### src/uartPkg.sv
package uartPkg;

  // FIFO geometry
  localparam int fifoAddrLen = 3;
  localparam int fifoDepth = 1 << fifoAddrLen;

  // Data widths
  typedef logic [7:0] uartByteT;
  typedef logic [15:0] baudDivT;
  typedef logic [1:0] regAddrT;
  typedef logic [fifoAddrLen-1:0] fifoPtrT;

  // Receiver phases
  typedef enum logic [1:0] {
    rxIdle,
    rxStart,
    rxData,
    rxStop
  } rxStateT;

  // Register map, address 3 reads as zero
  localparam regAddrT regCtrl = 2'd0;
  localparam regAddrT regBaud = 2'd1;
  localparam regAddrT regData = 2'd2;

  // Control byte bit positions
  localparam int ctrlTxEn = 7;
  localparam int ctrlRxEn = 6;
  localparam int ctrlTwoStop = 3;
  localparam int ctrlIrqWr = 1;
  localparam int ctrlIrqRd = 0;

  // Status bits in the control read-back
  localparam int statSendBusy = 3;
  localparam int statCanWrite = 1;
  localparam int statCanRead = 0;

  // Bit period after reset
  localparam baudDivT baudReset = 16'd16;

endpackage

### src/uartFifo.sv
`timescale 1ns/1ps

module uartFifo import uartPkg::*; (
  input  logic     clkH,
  input  logic     rst,
  input  uartByteT pushData,
  input  logic     push,
  input  logic     pop,
  output uartByteT popData,
  output logic     hasData,
  output logic     hasSpace
);

  uartByteT mem [fifoDepth];
  fifoPtrT wrPtr;
  fifoPtrT rdPtr;
  logic [fifoAddrLen:0] count;
  logic doPush;
  logic doPop;

  // Flags from the occupancy count
  assign hasData = (count != '0);
  assign hasSpace = (count != (fifoAddrLen + 1)'(fifoDepth));

  // Push while full or pop while empty is dropped
  assign doPush = push & hasSpace;
  assign doPop = pop & hasData;

  // Head entry always visible
  assign popData = mem[rdPtr];

  always_ff @(posedge clkH) begin
    if (doPush) begin
      mem[wrPtr] <= pushData;
    end
  end

  // Pointers wrap at the depth
  always_ff @(posedge clkH) begin
    if (rst) begin
      wrPtr <= '0;
      rdPtr <= '0;
      count <= '0;
    end else begin
      if (doPush) begin
        wrPtr <= wrPtr + 1'b1;
      end
      if (doPop) begin
        rdPtr <= rdPtr + 1'b1;
      end
      case ({doPush, doPop})
        2'b10: count <= count + 1'b1;
        2'b01: count <= count - 1'b1;
        default: count <= count;
      endcase
    end
  end

endmodule

### src/uartRegs.sv
`timescale 1ns/1ps

module uartRegs import uartPkg::*; (
  input  logic     clkH,
  input  logic     rst,
  input  regAddrT  addr,
  input  logic     wrEn,
  input  baudDivT  wrData,
  input  logic     rdEn,
  input  uartByteT recvData,
  input  logic     recvHasData,
  input  logic     sendHasSpace,
  input  logic     sendBusy,
  output baudDivT  rdData,
  output logic     sendPush,
  output uartByteT sendData,
  output logic     recvPop,
  output baudDivT  baudDiv,
  output logic     txEn,
  output logic     rxEn,
  output logic     twoStop,
  output logic     irq
);

  uartByteT ctrlReg;
  baudDivT  baudReg;
  uartByteT status;

  // Control and divisor registers
  always_ff @(posedge clkH) begin
    if (rst) begin
      ctrlReg <= '0;
      baudReg <= baudReset;
    end else if (wrEn) begin
      case (addr)
        regCtrl: ctrlReg <= wrData[7:0];
        regBaud: baudReg <= wrData;
        default: ;
      endcase
    end
  end

  // Data register writes go straight into the send FIFO
  assign sendPush = wrEn & (addr == regData);
  assign sendData = wrData[7:0];

  // Reading data pops the receive FIFO head at the next clock
  assign recvPop = rdEn & (addr == regData);

  assign baudDiv = baudReg;
  assign txEn = ctrlReg[ctrlTxEn];
  assign rxEn = ctrlReg[ctrlRxEn];
  assign twoStop = ctrlReg[ctrlTwoStop];

  // Status byte, enables in the top bits
  always_comb begin
    status = '0;
    status[ctrlTxEn] = txEn;
    status[ctrlRxEn] = rxEn;
    status[statSendBusy] = sendBusy;
    status[statCanWrite] = sendHasSpace;
    status[statCanRead] = recvHasData;
  end

  // Read-back mux
  always_comb begin
    rdData = '0;
    if (rdEn) begin
      case (addr)
        regCtrl: rdData = {8'h00, status};
        regBaud: rdData = baudReg;
        regData: rdData = {8'h00, recvData};
        default: rdData = '0;
      endcase
    end
  end

  // Flag interrupts, each masked by its enable
  assign irq = (recvHasData & ctrlReg[ctrlIrqRd]) | (sendHasSpace & ctrlReg[ctrlIrqWr]);

endmodule

### src/uartRx.sv
`timescale 1ns/1ps

module uartRx import uartPkg::*; (
  input  logic     clkH,
  input  logic     rst,
  input  logic     rxEn,
  input  baudDivT  baudDiv,
  input  logic     rxPin,
  output uartByteT recvData,
  output logic     recvPush
);

  logic [1:0] rxSync;
  logic rxPrev;
  logic lineNow;
  logic fallEdge;
  logic tick;
  rxStateT state;
  baudDivT bitCnt;
  logic [3:0] bitIdx;
  uartByteT shiftReg;

  // Two-flop synchronizer plus history for edge detect
  always_ff @(posedge clkH) begin
    if (rst) begin
      rxSync <= 2'b11;
      rxPrev <= 1'b1;
    end else begin
      rxSync <= {rxSync[0], rxPin};
      rxPrev <= rxSync[1];
    end
  end

  assign lineNow = rxSync[1];
  assign fallEdge = rxPrev & ~lineNow;
  assign tick = (bitCnt == '0);

  // Frame sequencer
  always_ff @(posedge clkH) begin
    if (rst) begin
      state <= rxIdle;
      bitCnt <= '0;
      bitIdx <= '0;
    end else if (!rxEn) begin
      state <= rxIdle;
      bitCnt <= '0;
    end else begin
      case (state)
        rxIdle: begin
          if (fallEdge) begin
            // Half a bit to reach mid start bit
            bitCnt <= baudDiv >> 1;
            state <= rxStart;
          end
        end
        rxStart: begin
          if (!tick) begin
            bitCnt <= bitCnt - 1'b1;
          end else if (!lineNow) begin
            bitCnt <= baudDiv - 1'b1;
            bitIdx <= 4'd8;
            state <= rxData;
          end else begin
            // Glitch, not a real start bit
            state <= rxIdle;
          end
        end
        rxData: begin
          if (!tick) begin
            bitCnt <= bitCnt - 1'b1;
          end else begin
            bitCnt <= baudDiv - 1'b1;
            bitIdx <= bitIdx - 1'b1;
            if (bitIdx == 4'd1) begin
              state <= rxStop;
            end
          end
        end
        rxStop: begin
          if (!tick) begin
            bitCnt <= bitCnt - 1'b1;
          end else begin
            state <= rxIdle;
          end
        end
        default: state <= rxIdle;
      endcase
    end
  end

  // LSB arrives first
  always_ff @(posedge clkH) begin
    if (rxEn && (state == rxData) && tick) begin
      shiftReg <= {lineNow, shiftReg[7:1]};
    end
  end

  assign recvData = shiftReg;
  assign recvPush = rxEn & (state == rxStop) & tick;

endmodule

### src/uartTop.sv
`timescale 1ns/1ps

module uartTop import uartPkg::*; (
  input  logic    clkH,
  input  logic    rst,
  input  regAddrT addr,
  input  logic    wrEn,
  input  baudDivT wrData,
  input  logic    rdEn,
  input  logic    rxPin,
  output baudDivT rdData,
  output logic    txPin,
  output logic    irq
);

  // Send path
  logic sendPush;
  uartByteT sendData;
  uartByteT sendHead;
  logic sendHasData;
  logic sendHasSpace;
  logic sendPop;
  logic sendBusy;

  // Receive path
  logic recvPush;
  uartByteT recvByte;
  uartByteT recvHead;
  logic recvHasData;
  logic recvPop;

  // Codec configuration
  baudDivT baudDiv;
  logic txEn;
  logic rxEn;
  logic twoStop;

  uartRegs regs (
    .clkH(clkH),
    .rst(rst),
    .addr(addr),
    .wrEn(wrEn),
    .wrData(wrData),
    .rdEn(rdEn),
    .recvData(recvHead),
    .recvHasData(recvHasData),
    .sendHasSpace(sendHasSpace),
    .sendBusy(sendBusy),
    .rdData(rdData),
    .sendPush(sendPush),
    .sendData(sendData),
    .recvPop(recvPop),
    .baudDiv(baudDiv),
    .txEn(txEn),
    .rxEn(rxEn),
    .twoStop(twoStop),
    .irq(irq)
  );

  uartFifo sendFifo (
    .clkH(clkH),
    .rst(rst),
    .pushData(sendData),
    .push(sendPush),
    .pop(sendPop),
    .popData(sendHead),
    .hasData(sendHasData),
    .hasSpace(sendHasSpace)
  );

  // Full receive FIFO silently drops bytes
  uartFifo recvFifo (
    .clkH(clkH),
    .rst(rst),
    .pushData(recvByte),
    .push(recvPush),
    .pop(recvPop),
    .popData(recvHead),
    .hasData(recvHasData),
    .hasSpace()
  );

  uartTx tx (
    .clkH(clkH),
    .rst(rst),
    .txEn(txEn),
    .twoStop(twoStop),
    .baudDiv(baudDiv),
    .sendData(sendHead),
    .sendReady(sendHasData),
    .sendPop(sendPop),
    .sendBusy(sendBusy),
    .txPin(txPin)
  );

  uartRx rx (
    .clkH(clkH),
    .rst(rst),
    .rxEn(rxEn),
    .baudDiv(baudDiv),
    .rxPin(rxPin),
    .recvData(recvByte),
    .recvPush(recvPush)
  );

endmodule

### src/uartTx.sv
`timescale 1ns/1ps

module uartTx import uartPkg::*; (
  input  logic     clkH,
  input  logic     rst,
  input  logic     txEn,
  input  logic     twoStop,
  input  baudDivT  baudDiv,
  input  uartByteT sendData,
  input  logic     sendReady,
  output logic     sendPop,
  output logic     sendBusy,
  output logic     txPin
);

  // Frame held inverted, so all zeros means line high
  logic [8:0] shiftReg;
  baudDivT bitCnt;
  logic [3:0] bitIdx;
  logic bitEnd;

  assign sendBusy = (bitIdx != 4'd0);

  // Start a frame only from idle
  assign sendPop = txEn & ~sendBusy & sendReady;

  // Last cycle of the current bit period
  assign bitEnd = sendBusy & (bitCnt == '0);

  always_ff @(posedge clkH) begin
    if (rst) begin
      shiftReg <= '0;
      bitCnt <= '0;
      bitIdx <= '0;
    end else if (sendPop) begin
      // Start bit in bit 0, data follows LSB first
      shiftReg <= {~sendData, 1'b1};
      bitCnt <= baudDiv - 1'b1;
      bitIdx <= twoStop ? 4'd11 : 4'd10;
    end else if (bitEnd) begin
      // Zeros shifted in become the stop bits
      shiftReg <= {1'b0, shiftReg[8:1]};
      bitCnt <= baudDiv - 1'b1;
      bitIdx <= bitIdx - 1'b1;
    end else if (sendBusy) begin
      bitCnt <= bitCnt - 1'b1;
    end
  end

  // Line forced idle when disabled
  assign txPin = ~(shiftReg[0] & txEn);

endmodule

### config.mk
export PLATFORM = sky130hd
export DESIGN_NAME = uartTop
export DESIGN_NICKNAME = d
export VERILOG_FILES = /design/src/uartPkg.sv /design/src/uartFifo.sv /design/src/uartRegs.sv /design/src/uartRx.sv /design/src/uartTop.sv /design/src/uartTx.sv
export SDC_FILE = /design/constraint.sdc
export NUM_CORES = 1
export LEC_CHECK = 0
export BUFFER_PORTS_ARGS = -buffer_cell sky130_fd_sc_hd__buf_2
export CORE_AREA = 2 2 217 219
export CTS_BUF_LIST = sky130_fd_sc_hd__clkbuf_8 sky130_fd_sc_hd__clkbuf_16
export CTS_CLUSTER_SIZE = 12
export DETAILED_ROUTE_END_ITERATION = 7
export DIE_AREA = 0 0 219 221
export MAX_ROUTING_LAYER = met4
export PLACE_DENSITY_LB_ADDON = 0.25
export SYNTH_ARGS = -nofsm -noshare
export SYNTH_HDL_FRONTEND = slang
export SYNTH_SLANG_ARGS = --single-unit
### constraint.sdc
create_clock -name clkH -period 3.53 [get_ports clkH]
set_clock_uncertainty 0.2 [all_clocks]
set_input_delay 0.1765 -clock clkH [delete_from_list [all_inputs] [get_ports clkH]]
set_output_delay 0.1765 -clock clkH [all_outputs]
set_load 0.03 [all_outputs]
## Word-level counts from Yosys, hierarchy flattened

Memories as Yosys holds them, arrays and structs flattened. A register that Yosys moved wholly into a read port is not among the register bits.
Index checks and enable logic that the tools add are counted.

| cells by class | value |
|---|---|
| add/subtract/negate cells | 13 |
| equality and inequality tests | 20 |
| multiplexer cells | 37 |
| bitwise operators | 21 |
| reductions and logical operators | 20 |

Operators with widths:

| kind | number |
|---|---|
| 16-bit 2-to-1 mux | 9 |
| 16-bit one-hot mux with 4 select lines | 1 |
| 16-bit one-hot mux with 3 select lines | 1 |
| 16-bit by 1-bit subtractor with 16-bit output, second input constant | 3 |
| 16-bit logical NOT | 2 |
| 4-bit one-hot mux with 2 select lines | 3 |
| 4-bit 2-to-1 mux | 5 |
| 9-bit 2-to-1 mux | 2 |
| 4-bit by 1-bit subtractor with 4-bit output, second input constant | 4 |
| 1-bit AND | 15 |
| 3-bit by 1-bit adder with 3-bit output, second input constant | 4 |
| 2-bit 2-to-1 mux | 6 |
| 3-bit 2-to-1 mux | 4 |
| 4-bit nonzero test | 3 |
| 2-bit equality test, second input constant | 5 |
| 2-bit by 1-bit inequality test with 1-bit output, second input constant | 5 |
| 5-bit AND reduction | 2 |
| 4-bit by 1-bit adder with 4-bit output, second input constant | 2 |
| 2-bit by 1-bit equality test with 1-bit output, second input constant | 4 |
| 4-bit inequality test, second input constant | 2 |
| 8-bit inverter | 1 |
| 2-bit one-hot mux with 4 select lines | 1 |
| 2-bit nonzero test | 4 |
| 1-bit 2-to-1 mux | 5 |
| 11 further kinds | 18 |

| word-level totals | value |
|---|---|
| register bits | 106 |
| RAM bits | 128 |
| output and inout port bits | 18 |
| logic and storage cells | 130 |
| memories | 2 |

Memories:

| name | depth | bits a word | read ports | clocked after memory_dff | write ports | RTL line | RTL |
|---|---|---|---|---|---|---|---|
| recvFifo.mem | 8 | 8 | 1 | 1 | 1 | uartFifo.sv:14 | `uartByteT mem [fifoDepth];` |
| sendFifo.mem | 8 | 8 | 1 | 1 | 1 | uartFifo.sv:14 |  |

## Logic depth before layout (Yosys ltp)

| depth | value |
|---|---|
| word-level depth | 7 |
| depth in mapped cells | 13 |

## By module

A second synthesis with hierarchy kept.

| unflattened totals | value |
|---|---|
| cell total of the unflattened synthesis | 1012 |
| area total of the unflattened synthesis | 11680.0 um^2 |

Modules (own cells, without submodules):

| module | instances | cells each | area an instance (um^2) |
|---|---|---|---|
| uartFifo | 2 | 167 | 3141.8 |
| uartRx | 1 | 289 | 2422.3 |
| uartTx | 1 | 251 | 1826.8 |
| uartRegs | 1 | 138 | 1147.4 |

## Worst setup path after synthesis

No wires, ideal clock.

| timing | value |
|---|---|
| path kind | reg2reg |
| start point | reg tx.bitIdx[0] |
| end point | reg sendFifo.count[3] |
| arrival | 2.833 ns |
| data required time | 3.260 ns |
| setup slack | 0.427 ns |
| cell stages (with the launch flop) | 14 |
| period minus slack after synthesis | 3.103 ns |
| cells stage by stage | dfxtp_1 -> inv_1 -> ha_1 -> or3b_2 -> or2_2 -> clkbuf_1 -> inv_1 -> ha_1 -> ha_1 -> a21o_1 -> a21oi_1 -> xnor2_1 -> or3_1 -> a21oi_1 |

| between the ends | value |
|---|---|
| cells in the longest elaborated chain, start to end | 7 |

Ends and longest elaborated chain:

| item | RTL line | RTL |
|---|---|---|
| start: declaration | uartTx.sv:19 | `logic [3:0] bitIdx;` |
| start signal: assignment | uartTx.sv:39 | `bitIdx <= twoStop ? 4'd11 : 4'd10;` |
| start signal: assignment | uartTx.sv:44 | `bitIdx <= bitIdx - 1'b1;` |
| 4-bit nonzero test (*) | uartTx.sv:22 | `assign sendBusy = (bitIdx != 4'd0);` |
| 1-bit inverter (*) | uartTx.sv:25 | `assign sendPop = txEn & ~sendBusy & sendReady;` |
| 1-bit AND (*) (2 in series) | uartTx.sv:25 |  |
| 1-bit AND (*) | uartFifo.sv:27 | `assign doPop = pop & hasData;` |
| named net sendFifo.doPop | uartFifo.sv:19 | `logic doPop;` |
| 2-bit by 1-bit equality test with 1-bit output or 2-bit equality test (tied branches) | uartFifo.sv:51 | `case ({doPush, doPop})` |
| 4-bit one-hot mux with 2 select lines or 2-bit nonzero test (tied branches) | -- |  |
| end signal: assignment | uartFifo.sv:52 | `2'b10: count <= count + 1'b1;` |
| end signal: assignment | uartFifo.sv:53 | `2'b01: count <= count - 1'b1;` |
| end signal: assignment | uartFifo.sv:54 | `default: count <= count;` |
| end: declaration | uartFifo.sv:17 | `logic [fifoAddrLen:0] count;` |

Mark *: on every way through the listed nets, which the timed path passes. The rest lies on a longest branch.
A chain may end at the register's enable or synchronous reset.

## Worst setup path in the final report

Same ends and word-level chain as after synthesis.

==> results_dict.tcl <==
set metrics [dict create \
    synth_top_area_cell "edfxtp_1" \
    rows 79 \
    synthTopCellsByArea "edfxtp_1, dfxtp_1, mux4_2, mux2i_1, nor2_1" \
    required_ns 3.79 \
    clock_sinks 237 \
    power_frac_clock_pct 40.6 \
    cts_made_buffers 26 \
    ir_drop_mv 0.3889 \
    antenna_found_initial 0 \
    critPathArrivalTime_ns 3.33 \
    cp_max_fo 4 \
    place_ws_ns 0.4828 \
    grt_pass1_vias 7445 \
    post_cts_buffers 0 \
    syn_inst 941 \
    netlist_area_mm2 0.01090 \
    postRouteAntennaNets 0 \
    p_seq_share_pct 46.6 \
    crit_top_cell "ha_1" \
    met1_usage_pct 16.99 \
    gr-total-overflow 0 \
    die_h_um 221 \
    fin_crit_sh_pct 86.88 \
    grt.total_usage_pct 12.00 \
    synth_top_area_share_pct 37.46 \
    synth_ff_type "edfxtp_1" \
    grt_busiest_layer "met2" \
    grt_max_degree 83 \
    crit_chain "inv_1, ha_1, or3b_2, or2_2, inv_1, ha_1, ha_1, a21o_1, a21oi_1, xnor2_1, or3_1, a21oi_1" \
    met3_usage_pct 1.856 \
    slew_viol_final 0 \
    die-area_mm2 0.04840 \
    via_count 7527 \
    wl_mm 27.90 \
    drtIter0Drc 576 \
    clk_latency_ns 0.53 \
    power_leakage_nw 4.430 \
    hold_viol 0 \
    first_pass_iters 5 \
    ys_top_cells_by_count "edfxtp_1, dfxtp_1, nor2_1" \
    cpPeakStageDelay_ns 0.50 \
    setup_viol 0 \
    max_cap_viol_count 0 \
    critPathKind "reg -> reg" \
    cts_buffer_depth 3 \
    setup_tns_ns 0 \
    yosysWarnings 0 \
    startpoint_type "register" \
    worst_pin_slew_ns 0.9605 \
    fmaxAchievable_mhz 326.1 \
    intPower_mw 4.825 \
    cts-root-buf "clkbuf_16" \
    ios 41 \
    io_buffers 40 \
    relSlewSlack_pct 35.73 \
    synth_nets 988 \
    worst_slack_ns 0.4631 \
    syn-mean-instance-area_um2 11.59 \
    gp_congestion 0.7765 \
    start_util_pct 23.67 \
    postCtsHoldBufs 26 \
    viasPerCell 4.595 \
    fin_crit_ns 3.067 \
    ys_types 63 \
    yosysSeqAreaShare_pct 56.01 \
    cp_slowest_cell "or3b_2" \
    synth_edf_count 136 \
    grt_pass1_wl_mm 44.02 \
    final_nets 1057 \
    status "finished, final reports clean" \
    combPwrFrac_pct 12.8 \
    pwr_density_cell_mw_per_mm2 498.6 \
    coreArea_mm2 0.04606 \
    gr-usage-met2_pct 17.98 \
    die_x_um 219 \
    drc 0 \
    drive_gt1_share_pct 15.83 \
    wl_per_cell_um 17.03 \
    area_growth_pct 19.26 \
    cts-resized-gates 0 \
    cts.clk_slew.worst_paths_ns 0.06 \
    rsz0062_at_grt "no" \
    cts_tree "built" \
    worst_hold_path_type "in -> reg" \
    hpwl_mm 18.91 \
    synth_seq_cells 237 \
    yosys.cell_count.top_type "edfxtp_1" \
    endpoint_kind "register" \
    power.switching_mw 1.657 \
    n_fill_cell 4810 \
    swShare_pct 25.57 \
    async_flop_share_pct 0 \
    h-tree-depth 1 \
]
==> area by class of cell <==
class / instances / area [um2] / share of cell area [%]
antenna: 1 / 2.502 / 0.01925
clock buffer: 31 / 730.7 / 5.620
clock inverter: 17 / 97.59 / 0.7507
inverter: 20 / 75.07 / 0.5774
multi-input combinational: 626 / 4497 / 34.59
sequential: 237 / 6106 / 46.96
tap: 607 / 759.5 / 5.842
timing repair buffer: 99 / 733.2 / 5.640
==> power by group through the flow <==
stage | registers (mW) | logic, mW | clock network (mW)
after CTS | 3.02 | 0.836 | 2.72
after global placement | 3.08 | 0.810 | 0
after detailed placement | 3.08 | 0.813 | 0
after floorplan | 3.06 | 0.625 | 0
final | 3.02 | 0.830 | 2.63
after global routing | 3.03 | 0.941 | 2.82
==> routing by layer <==
layer,part of all wire (%),wire length [um]
met5,0,0
met4,1.8,509
met3,3.7,1020
met2,45,12640
met1,49,13730
==> registers in the layout, indices dropped and copies added, names as in the netlist, 4 cells and up, named ones only <==
name / count
tx.bitCnt: 16
sendFifo.mem: 64
tx.shiftReg: 9
regs.baudDiv: 16
tx.bitIdx: 4
recvFifo.mem: 64
recvFifo.count: 4
sendFifo.count: 4
rx.bitIdx: 4
regs.ctrlReg: 5
rx.recvData: 8
rx.bitCnt: 16
==> kinds of logic (layout without fill, tap and decap cells) <==
group,count (synthesis),count (layout),synth area share [%]
AO/OA/AOI/OAI,157,157,9.388
XOR/XNOR,43,43,3.455
adder cells (fa/ha/maj),24,24,2.823
buffers and inverters,78,167,2.858
flip-flops,237,237,56.01
multiplexers,68,68,9.928
other,0,1,0
AND/OR/NAND/NOR,334,334,15.54
==> worst paths after layout <==
check	slack (ns)	cells after the start	from	end
worst max register to register	0.46	12	tx.bitIdx[0]	sendFifo.count[3]
worst min register to register	0.22	1	rx.rxSync[0]	rx.rxSync[1]
worst max-delay path	0.46	12	tx.bitIdx[0]	sendFifo.count[3]
worst min-delay path	0.04	4	addr[1]	sendFifo.wrPtr[1]
==> per-stage QoR <==
step	power, mW	hold WS [ns]	util, %	cell area (um2)	instances
after floorplan	3.683	0.07537	-	10900	941
after global placement	3.890	0.1582	25.86	11910	1563
after detailed placement	3.894	0.1635	25.86	11910	1563
after CTS	6.576	0.01796	28.22	13000	1637
after global routing	6.796	0.07271	28.22	13000	1637
final	6.482	0.04228	28.23	13000	1638
==> critical path, delay by kind of cell, from the launching register on <==
family | cells | cell delay (ns)
compound gates | 3 | 0.48
simple gates | 3 | 1.13
flops | 1 | 0.33
xor+xnor | 1 | 0.09
buf+inv | 2 | 0.18
fa+ha+maj | 3 | 0.59
==> layout by cell type, fill, tap and decap left out, types with 9 or more instances in the layout <==
| cell | n |
|---|---|
| a21oi_1 | 60 |
| xnor2_1 | 18 |
| clkbuf_16 | 27 |
| dlygate4sd3_1 | 26 |
| a211oi_1 | 11 |
| dfxtp_1 | 101 |
| nor2b_1 | 26 |
| a221oi_1 | 11 |
| nand2_1 | 78 |
| nor3_1 | 30 |
| nor4_1 | 14 |
| nand3b_1 | 9 |
| o41ai_1 | 14 |
| o21ai_0 | 29 |
| mux2i_1 | 35 |
| nand4_1 | 14 |
| and3_1 | 10 |
| edfxtp_1 | 136 |
| ha_1 | 23 |
| xor2_1 | 25 |
| mux4_2 | 32 |
| nor2_1 | 82 |
| buf_2 | 40 |
| nand3_1 | 22 |
| buf_4 | 31 |
| inv_1 | 28 |
Note: power is estimated with default switching activity, not from simulation.
